<file path="src/common/wb_boot_settings.svh">
`ifndef WB_BOOT_SETTINGS_SVH
`define WB_BOOT_SETTINGS_SVH

// Bus widths
`define WB_ADR_W  32
`define WB_DAT_W  32

// Word address widths of the slaves
`define ROM_ADR_W 5
`define RAM_ADR_W 6

// Region bases, each spans its own depth in words
`define ROM_BASE  32'h0000_0000
`define RAM_BASE  32'h0000_1000

// Longest burst and response FIFO depth
`define BURST_MAX 16

`endif

</file>
<file path="src/common/wb_boot_pkg.sv">
`include "wb_boot_settings.svh"

package wb_boot_pkg;

   // Cycle type identifier, B3 encoding
   typedef enum logic [2:0] {
      CTI_CLASSIC = 3'b000,
      CTI_INCR    = 3'b010,
      CTI_END     = 3'b111
   } cti_e;

   typedef enum logic [1:0] {
      BTE_LINEAR,
      BTE_WRAP4,
      BTE_WRAP8,
      BTE_WRAP16
   } bte_e;

   typedef logic [$clog2(`BURST_MAX):0] beat_cnt_t;
   typedef logic [`WB_ADR_W-3:0]        word_adr_t;

   typedef struct packed {
      logic [`WB_ADR_W-1:0] adr;    // Byte address
      logic                 we;
      logic [`WB_DAT_W-1:0] dat;
      beat_cnt_t            beats;  // 1 to BURST_MAX
      bte_e                 bte;
   } fetch_req_t;

   typedef struct packed {
      logic [`WB_DAT_W-1:0] dat;
   } fetch_rsp_t;

   typedef struct packed {
      logic [`WB_ADR_W-1:0] adr;
      logic [`WB_DAT_W-1:0] dat;
      logic                 we;
      logic                 cyc;
      logic                 stb;
      cti_e                 cti;
      bte_e                 bte;
   } wb_m2s_t;

   typedef struct packed {
      logic [`WB_DAT_W-1:0] dat;
      logic                 ack;
   } wb_s2m_t;

   // Next word of a burst, upper bits held under wrap
   function automatic word_adr_t next_word(word_adr_t wadr, bte_e bte);
      word_adr_t nxt;
      nxt = wadr;
      case (bte)
         BTE_WRAP4:  nxt[1:0] = wadr[1:0] + 2'd1;
         BTE_WRAP8:  nxt[2:0] = wadr[2:0] + 3'd1;
         BTE_WRAP16: nxt[3:0] = wadr[3:0] + 4'd1;
         default:    nxt = wadr + 1'b1;
      endcase
      return nxt;
   endfunction

endpackage

</file>
<file path="src/boot_rom/boot_rom.sv">
`timescale 1ns/100ps
`include "wb_boot_settings.svh"

module boot_rom (
   input  logic                 wb_clk,
   input  logic                 wb_rst,
   input  wb_boot_pkg::wb_m2s_t wb_i,
   output wb_boot_pkg::wb_s2m_t wb_o
);
   import wb_boot_pkg::*;

   typedef logic [`ROM_ADR_W-1:0] rom_adr_t;

   rom_adr_t             adr_q;
   logic [`WB_DAT_W-1:0] dat_q;
   logic                 ack_q;
   logic                 stb_r;
   logic                 new_access_r;
   logic                 burst_r;
   logic                 new_access;
   logic                 burst;

   function automatic logic [`WB_DAT_W-1:0] rom_word(rom_adr_t adr);
      logic [`WB_DAT_W-1:0] word;
      case (adr)
         0:       word = 32'h1800_0000;
         1:       word = 32'hA820_0000;
         2:       word = 32'hA8C0_0100;
         3:       word = 32'h0000_0000;
         4:       word = 32'h1500_0000;
         default: word = 32'h0000_0000;
      endcase
      return word;
   endfunction

   assign new_access = wb_i.stb & ~stb_r;  // Rising strobe
   assign burst      = wb_i.cyc & wb_i.stb & (wb_i.cti == CTI_INCR);

   always_ff @(posedge wb_clk or posedge wb_rst) begin
      if (wb_rst) begin
         stb_r        <= 1'b0;
         new_access_r <= 1'b0;
         burst_r      <= 1'b0;
      end else begin
         stb_r        <= wb_i.stb;
         new_access_r <= new_access;
         burst_r      <= burst;
      end
   end

   // Address sequencer
   always_ff @(posedge wb_clk or posedge wb_rst) begin
      if (wb_rst) begin
         adr_q <= '0;
      end else if (new_access) begin
         adr_q <= wb_i.adr[`ROM_ADR_W+1:2];
      end else if (burst) begin
         adr_q <= rom_adr_t'(next_word(word_adr_t'(adr_q), wb_i.bte));
      end
   end

   always_ff @(posedge wb_clk) begin
      dat_q <= rom_word(adr_q);
   end

   // Two cycles to the first beat, then one beat per cycle
   always_ff @(posedge wb_clk or posedge wb_rst) begin
      if (wb_rst) begin
         ack_q <= 1'b0;
      end else if (ack_q & ~burst) begin
         ack_q <= 1'b0;  // Single done or CTI_END beat
      end else begin
         ack_q <= wb_i.stb & ((~burst & ~new_access & new_access_r) | (burst & burst_r));
      end
   end

   assign wb_o.dat = dat_q;
   assign wb_o.ack = ack_q;

endmodule

</file>
<file path="src/logic/wb_addr_decoder.sv">
`timescale 1ns/100ps
`include "wb_boot_settings.svh"

module wb_addr_decoder (
   input  logic                 wb_clk,
   input  logic                 wb_rst,
   input  wb_boot_pkg::wb_m2s_t wbm_i,
   output wb_boot_pkg::wb_s2m_t wbm_o,
   output wb_boot_pkg::wb_m2s_t rom_o,
   input  wb_boot_pkg::wb_s2m_t rom_i,
   output wb_boot_pkg::wb_m2s_t ram_o,
   input  wb_boot_pkg::wb_s2m_t ram_i
);
   localparam int ROM_LSB = `ROM_ADR_W + 2;
   localparam int RAM_LSB = `RAM_ADR_W + 2;

   logic rom_hit;
   logic ram_hit;
   logic def_ack_q;

   assign rom_hit = (wbm_i.adr >> ROM_LSB) == (`ROM_BASE >> ROM_LSB);
   assign ram_hit = (wbm_i.adr >> RAM_LSB) == (`RAM_BASE >> RAM_LSB);

   always_comb begin
      rom_o     = wbm_i;
      rom_o.stb = wbm_i.stb & rom_hit;
      ram_o     = wbm_i;
      ram_o.stb = wbm_i.stb & ram_hit;
   end

   // Unmapped access answers with zero
   always_ff @(posedge wb_clk or posedge wb_rst) begin
      if (wb_rst) begin
         def_ack_q <= 1'b0;
      end else begin
         def_ack_q <= wbm_i.cyc & wbm_i.stb & ~rom_hit & ~ram_hit & ~def_ack_q;
      end
   end

   always_comb begin
      if (rom_hit) begin
         wbm_o = rom_i;
      end else if (ram_hit) begin
         wbm_o = ram_i;
      end else begin
         wbm_o.dat = '0;
         wbm_o.ack = def_ack_q;
      end
   end

endmodule

</file>
<file path="src/logic/wb_boot_top.sv">
`timescale 1ns/100ps

module wb_boot_top (
   input  logic                    wb_clk,
   input  logic                    wb_rst,
   input  logic                    req_valid_i,
   output logic                    req_ready_o,
   input  wb_boot_pkg::fetch_req_t req_i,
   output logic                    rsp_valid_o,
   input  logic                    rsp_ready_i,
   output wb_boot_pkg::fetch_rsp_t rsp_o
);
   import wb_boot_pkg::*;

   wb_m2s_t m2s;
   wb_s2m_t s2m;
   wb_m2s_t rom_m2s;
   wb_s2m_t rom_s2m;
   wb_m2s_t ram_m2s;
   wb_s2m_t ram_s2m;

   wb_fetch_unit i_fetch (
      .wb_clk      (wb_clk),
      .wb_rst      (wb_rst),
      .req_valid_i (req_valid_i),
      .req_ready_o (req_ready_o),
      .req_i       (req_i),
      .rsp_valid_o (rsp_valid_o),
      .rsp_ready_i (rsp_ready_i),
      .rsp_o       (rsp_o),
      .wbm_o       (m2s),
      .wbm_i       (s2m)
   );

   wb_addr_decoder i_dec (
      .wb_clk (wb_clk),
      .wb_rst (wb_rst),
      .wbm_i  (m2s),
      .wbm_o  (s2m),
      .rom_o  (rom_m2s),
      .rom_i  (rom_s2m),
      .ram_o  (ram_m2s),
      .ram_i  (ram_s2m)
   );

   boot_rom i_rom (
      .wb_clk (wb_clk),
      .wb_rst (wb_rst),
      .wb_i   (rom_m2s),
      .wb_o   (rom_s2m)
   );

   wb_ram i_ram (
      .wb_clk (wb_clk),
      .wb_rst (wb_rst),
      .wb_i   (ram_m2s),
      .wb_o   (ram_s2m)
   );

endmodule

</file>
<file path="src/logic/wb_fetch_unit.sv">
`timescale 1ns/100ps
`include "wb_boot_settings.svh"

module wb_fetch_unit (
   input  logic                    wb_clk,
   input  logic                    wb_rst,
   input  logic                    req_valid_i,
   output logic                    req_ready_o,
   input  wb_boot_pkg::fetch_req_t req_i,
   output logic                    rsp_valid_o,
   input  logic                    rsp_ready_i,
   output wb_boot_pkg::fetch_rsp_t rsp_o,
   output wb_boot_pkg::wb_m2s_t    wbm_o,
   input  wb_boot_pkg::wb_s2m_t    wbm_i
);
   import wb_boot_pkg::*;

   localparam int        PTR_W = $clog2(`BURST_MAX);
   localparam beat_cnt_t DEPTH = beat_cnt_t'(`BURST_MAX);

   typedef enum logic {IDLE, BUS} state_e;

   state_e               state_q;
   wb_m2s_t              bus_q;
   beat_cnt_t            left_q;   // Beats still to be acknowledged
   beat_cnt_t            req_beats;
   beat_cnt_t            count_q;
   logic [PTR_W-1:0]     wr_ptr_q;
   logic [PTR_W-1:0]     rd_ptr_q;
   logic [`WB_DAT_W-1:0] fifo_mem [`BURST_MAX];
   logic                 req_fire;
   logic                 beat_done;
   logic                 push;
   logic                 pop;

   assign req_beats   = req_i.we ? beat_cnt_t'(1) : req_i.beats;  // Writes are single
   assign req_ready_o = (state_q == IDLE) && ((DEPTH - count_q) >= req_beats);
   assign req_fire    = req_valid_i & req_ready_o;
   assign beat_done   = (state_q == BUS) & wbm_i.ack;
   assign push        = beat_done & ~bus_q.we;
   assign pop         = rsp_valid_o & rsp_ready_i;

   assign wbm_o       = bus_q;
   assign rsp_valid_o = (count_q != '0);
   assign rsp_o.dat   = fifo_mem[rd_ptr_q];

   always_ff @(posedge wb_clk or posedge wb_rst) begin
      if (wb_rst) begin
         state_q <= IDLE;
         bus_q   <= '0;
         left_q  <= '0;
      end else begin
         case (state_q)
            IDLE: begin
               if (req_fire) begin
                  bus_q.adr <= req_i.adr;
                  bus_q.dat <= req_i.dat;
                  bus_q.we  <= req_i.we;
                  bus_q.cyc <= 1'b1;
                  bus_q.stb <= 1'b1;
                  bus_q.cti <= (req_beats == 1) ? CTI_CLASSIC : CTI_INCR;
                  bus_q.bte <= req_i.bte;
                  left_q    <= req_beats;
                  state_q   <= BUS;
               end
            end
            BUS: begin
               if (beat_done) begin
                  if (left_q == 1) begin
                     bus_q.cyc <= 1'b0;
                     bus_q.stb <= 1'b0;
                     bus_q.cti <= CTI_CLASSIC;
                     state_q   <= IDLE;
                  end else begin
                     bus_q.adr <= {next_word(bus_q.adr[`WB_ADR_W-1:2], bus_q.bte), 2'b00};
                     bus_q.cti <= (left_q == 2) ? CTI_END : CTI_INCR;
                     left_q    <= left_q - 1'b1;
                  end
               end
            end
            default: state_q <= IDLE;
         endcase
      end
   end

   // Response FIFO
   always_ff @(posedge wb_clk) begin
      if (push) begin
         fifo_mem[wr_ptr_q] <= wbm_i.dat;
      end
   end

   always_ff @(posedge wb_clk or posedge wb_rst) begin
      if (wb_rst) begin
         wr_ptr_q <= '0;
         rd_ptr_q <= '0;
         count_q  <= '0;
      end else begin
         if (push) begin
            wr_ptr_q <= wr_ptr_q + 1'b1;
         end
         if (pop) begin
            rd_ptr_q <= rd_ptr_q + 1'b1;
         end
         count_q <= count_q + beat_cnt_t'(push) - beat_cnt_t'(pop);
      end
   end

endmodule

</file>
<file path="src/logic/wb_ram.sv">
`timescale 1ns/100ps
`include "wb_boot_settings.svh"

module wb_ram (
   input  logic                 wb_clk,
   input  logic                 wb_rst,
   input  wb_boot_pkg::wb_m2s_t wb_i,
   output wb_boot_pkg::wb_s2m_t wb_o
);
   import wb_boot_pkg::*;

   typedef logic [`RAM_ADR_W-1:0] ram_adr_t;

   logic [`WB_DAT_W-1:0] mem [2**`RAM_ADR_W];
   logic [`WB_DAT_W-1:0] dat_q;
   ram_adr_t             cnt_q;
   ram_adr_t             cur_adr;
   logic                 ack_q;
   logic                 sel;
   logic                 last;

   assign sel  = wb_i.cyc & wb_i.stb;
   assign last = (wb_i.cti == CTI_CLASSIC) || (wb_i.cti == CTI_END);

   // Bus address on the first beat, own counter after that
   assign cur_adr = ack_q ? cnt_q : wb_i.adr[`RAM_ADR_W+1:2];

   always_ff @(posedge wb_clk or posedge wb_rst) begin
      if (wb_rst) begin
         ack_q <= 1'b0;
      end else begin
         ack_q <= sel & ~(ack_q & last);
      end
   end

   always_ff @(posedge wb_clk) begin
      if (sel & wb_i.we & ~ack_q) begin
         mem[cur_adr] <= wb_i.dat;
      end
   end

   always_ff @(posedge wb_clk) begin
      dat_q <= mem[cur_adr];
      cnt_q <= ram_adr_t'(next_word(word_adr_t'(cur_adr), wb_i.bte));
   end

   assign wb_o.dat = dat_q;
   assign wb_o.ack = ack_q;

endmodule

</file>
<file path="config.mk">
export PLATFORM = sky130hd
export DESIGN_NAME = wb_boot_top
export DESIGN_NICKNAME = d
export VERILOG_FILES = /design/src/common/wb_boot_pkg.sv /design/src/boot_rom/boot_rom.sv /design/src/logic/wb_addr_decoder.sv /design/src/logic/wb_boot_top.sv /design/src/logic/wb_fetch_unit.sv /design/src/logic/wb_ram.sv
export VERILOG_INCLUDE_DIRS = /design/src /design/src/common
export SDC_FILE = /design/constraint.sdc
export NUM_CORES = 2
export LEC_CHECK = 0
export BUFFER_PORTS_ARGS = -buffer_cell sky130_fd_sc_hd__buf_2
export CAP_MARGIN = 20
export CORE_MARGIN = 4
export CORE_UTILIZATION = 35
export DETAILED_ROUTE_END_ITERATION = 8
export SKIP_CTS_REPAIR_TIMING = 1
export SLEW_MARGIN = 30
export SYNTH_ARGS = -nofsm -noshare
export SYNTH_HDL_FRONTEND = slang
export SYNTH_SLANG_ARGS = --single-unit
export TNS_END_PERCENT = 5
</file>
<file path="constraint.sdc">
create_clock -name wb_clk -period 5.8 [get_ports wb_clk]
set_input_delay 0.29 -clock wb_clk [delete_from_list [all_inputs] [get_ports wb_clk]]
set_output_delay 0.29 -clock wb_clk [all_outputs]
set_load 0.1 [all_outputs]
</file>
==> impl_metrics.py <==
metrics = {
    "status": {
        "status": "finished with violations",
        "failed_checks": "negative hold slack",
    },
    "logic_synthesis": {
        "synthArstFlopShare_pct": 3.63,
        "ys.flop_type": "edfxtp_1",
        "syn_nets": 5956,
        "ys_warn_count": 0,
        "synth_edf_count": 2560,
        "synth_cell_types": 76,
        "synth_area_sq_um": 102000,
        "yosysTopAreaCell": "edfxtp_1",
        "synth_top_area_share_pct": 75.2,
        "syn_area_per_cell_sq_um": 17.5,
        "synthTopCellsByArea": "edfxtp_1, mux4_2, a22oi_1, o21ai_0, dfrtp_1",
        "syn_inst": 5846,
        "ys_seq_area_share_pct": 78.5,
        "ys_ff_latch": 2702,
    },
    "sta": {
        "setup_violations": 0,
        "rsz0062_at_grt": "false",
        "relSlewSlack_pct": 25.4,
        "maxSlewViolCount": 0,
        "fin_setup_tns_ps": 0,
        "fin_crit_ps": 4970,
        "fin_crit_sh_pct": 85.6,
        "tightest_slew_ps": 1110,
        "hold_viol": 31,
        "fmax_mhz": 201,
        "skew_ps": 82.9,
        "finalHoldWorstSlack_ps": -22.7,
    },
    "setup_path": {
        "arrival_ps": 5540,
        "r2r-end": "i_ram.mem[2][3]",
        "critPathCapture": "i_ram.mem[2][3]",
        "startpoint": "i_fetch.wbm_o[48]",
        "critPathMaxFanout": 15,
        "rrSetupSlack_ps": 830,
        "cp_slowest_stage_delay_ps": 980,
        "cp-start-kind": "register",
        "cp.buffers_inverters": 1,
        "crit_path_top_delay_cell": "nor2_4",
        "crit_type": "reg -> reg",
        "r2r_cells": 7,
        "worstPathRequired_ps": 6380,
        "cp.depth": 7,
        "crit_chain": "nor4_1, nand4_1, nor3_2, and4_1, nand2_1, nor2_4, buf_4",
        "critPathTopFamily": "simple AND/OR/NAND/NOR gates",
        "endpoint_kind": "register",
        "reg2reg_from": "i_fetch.wbm_o[48]",
    },
    "clocking": {
        "insertion_delay_ps": 950,
        "clockBufferDepth": 4,
        "root_buffer": "clkbuf_16",
        "htreeDepth": 5,
        "tritoncts": "done",
        "numCtsBuffers": 293,
        "clock-sinks": 2702,
        "clkTransAtPathRegs_ps": 60,
    },
    "grt": {
        "grt_first_pass_wirelength_um": 453000,
        "grt_pass1_vias": 58700,
        "grt_remaining_overflow": 0,
        "grtUsageTotal_pct": 20.9,
        "grt_antenna_before_repair": 23,
        "grt_start_max_net_pins": 108,
    },
    "finish": {
        "syn2layout_area_growth_pct": 16.6,
        "layout.nets": 6282,
        "drive_above_1_share_pct": 17.9,
        "layout.cells.non_filler": 10300,
    },
    "route": {
        "wire_per_inst_um": 31.6,
        "drt_pass1_iterations": 7,
        "postRouteAntennaNets": 0,
        "via_per_inst": 5.96,
        "drtIter0Drc": 10100,
        "dr_total_vias": 61200,
        "drt_wl_total_um": 324000,
        "drc": 0,
    },
    "power": {
        "vdd_drop_max_v": 0.000833,
        "power.density_nw_per_um2": 517,
        "p_leak_uw": 0.0374,
    },
    "floorplan": {
        "core_sq_um": 291000,
        "start_util_pct": 35.1,
        "die_h_um": 548,
        "fp.dieW_um": 548,
        "rows": 198,
        "io-pin-count": 110,
        "dieArea_sq_um": 301000,
    },
    "placement": {
        "portBuffers": 107,
        "dp.cells": 9697,
        "hpwlAfterDp_um": 182000,
        "gp_congestion": 0.862,
    },
    "hold_path": {
        "hp-class": "in -> async",
    },
    "job": {
        "drv_cap": 0,
    },
}
sequential cells by signal (all words and copies together) (netlist names):
signal	flops
i_fetch.state_q	1
i_rom.ack_q	1
i_ram.mem	2048
i_fetch.rd_ptr_q	4
i_fetch.left_q	5
i_fetch.count_q	5
i_fetch.fifo_mem	512
i_rom.dat_q	6
i_dec.def_ack_q	1
i_rom.stb_r	1
i_fetch.wr_ptr_q	4
i_rom.burst_r	1
i_rom.adr_q	5
i_ram.dat_q	32
i_rom.new_access_r	1
i_ram.cnt_q	6
i_ram.ack_q	1
i_fetch.wbm_o	68
worst min-delay path by stage:
stage               slack (ps)     start           endpoint  cells past startpoint
global placement           410    wb_rst  i_fetch.wbm_o[13]                      2
CTS                       -620    wb_rst  i_fetch.wbm_o[60]                      2
finish                     -20    wb_rst  i_fetch.wbm_o[60]                      3
detailed placement         410    wb_rst  i_fetch.wbm_o[23]                      2
floorplan                  400  req_i[9]  i_fetch.wbm_o[10]                      2
global route                10    wb_rst  i_fetch.wbm_o[60]                      3
metrics by stage:
step / worst slack (ps) / utilization [%] / power [uW] / instance area [sq um]
2_1_floorplan: 1870 / - / 36800 / 102000
3_3_place_gp: 1070 / 37.6 / 43700 / 109000
3_5_place_dp: 1050 / 37.6 / 44100 / 109000
4_1_cts: 996 / 40.7 / 61600 / 118000
5_1_grt: 732 / 41.0 / 63700 / 119000
6_report: 833 / 41.0 / 61600 / 119000
report_power, final:
part	internal, uW	switching (uW)
Combinational	5300	12300
Clock	10300	7360
Sequential	24500	1850
Total	40100	21500
cells in the final DEF, fill, tap and decap left out, types with 34 or more instances in the layout:
| cell type | instances |
|---|---|
| dfxtp_1 | 44 |
| clkinv_2 | 38 |
| clkbuf_16 | 301 |
| dlygate4sd3_1 | 80 |
| and4_1 | 137 |
| clkbuf_1 | 80 |
| a31oi_1 | 198 |
| nand3_1 | 44 |
| a222oi_1 | 97 |
| nor2_4 | 65 |
| mux2_2 | 72 |
| mux4_2 | 160 |
| nor4_1 | 51 |
| nor2_1 | 40 |
| buf_12 | 55 |
| buf_2 | 107 |
| mux2i_1 | 45 |
| a21oi_1 | 76 |
| nand4_1 | 39 |
| buf_4 | 191 |
| dfrtp_1 | 62 |
| nand2_1 | 262 |
| inv_1 | 34 |
| a22oi_1 | 465 |
| clkinv_1 | 44 |
| o21ai_0 | 590 |
| edfxtp_1 | 2560 |
synthesized netlist by cell type, drive strengths merged, types with 24 or more instances:
cell type  count
nand4         39
mux2          73
and4         141
a22o          24
a2bb2oi       32
a31oi        200
clkbuf       296
a21oi         76
nor4          56
mux4         160
nor3          28
ha            33
nor2         105
nand2        267
mux2i         47
inv           36
nand3         48
dfrtp         98
buf          106
edfxtp      2560
a222oi        97
o21ai        594
dfxtp         44
and2          35
a22oi        465
final cells by class:
class	instances	area [sq um]
Timing Repair Buffer	433	3870
Clock buffer	385	7890
Tap cell	3900	4880
Fill cell	25900	172000
Sequential cell	2702	80300
Multi-Input combinational cell	2706	21000
Clock inverter	114	1000
Inverter	36	145
Antenna cell	4	10.0
routing by layer:
layer	vias to the layer above	routed length, um	GRT usage (%)
li1	24700	-	-
met5	-	98	0
met1	31700	121000	28.0
met4	16	15200	8.38
met3	738	37200	4.72
met2	4077	151000	33.1
tightest hold or removal path, stage by stage:
cell	delay (ps)
dlygate4sd3_1	530
buf_2	130
inv_4	440
cell families after synthesis:
logic type	share of synthesized area, %
flip-flops	78.5
AO/OA/AOI/OAI	10.2
AND/OR/NAND/NOR	4.20
buffers and inverters	1.69
multiplexers	4.81
adder cells (fa/ha/maj)	0.424
XOR/XNOR	0.146
Note: power is estimated with default switching activity, not from simulation.
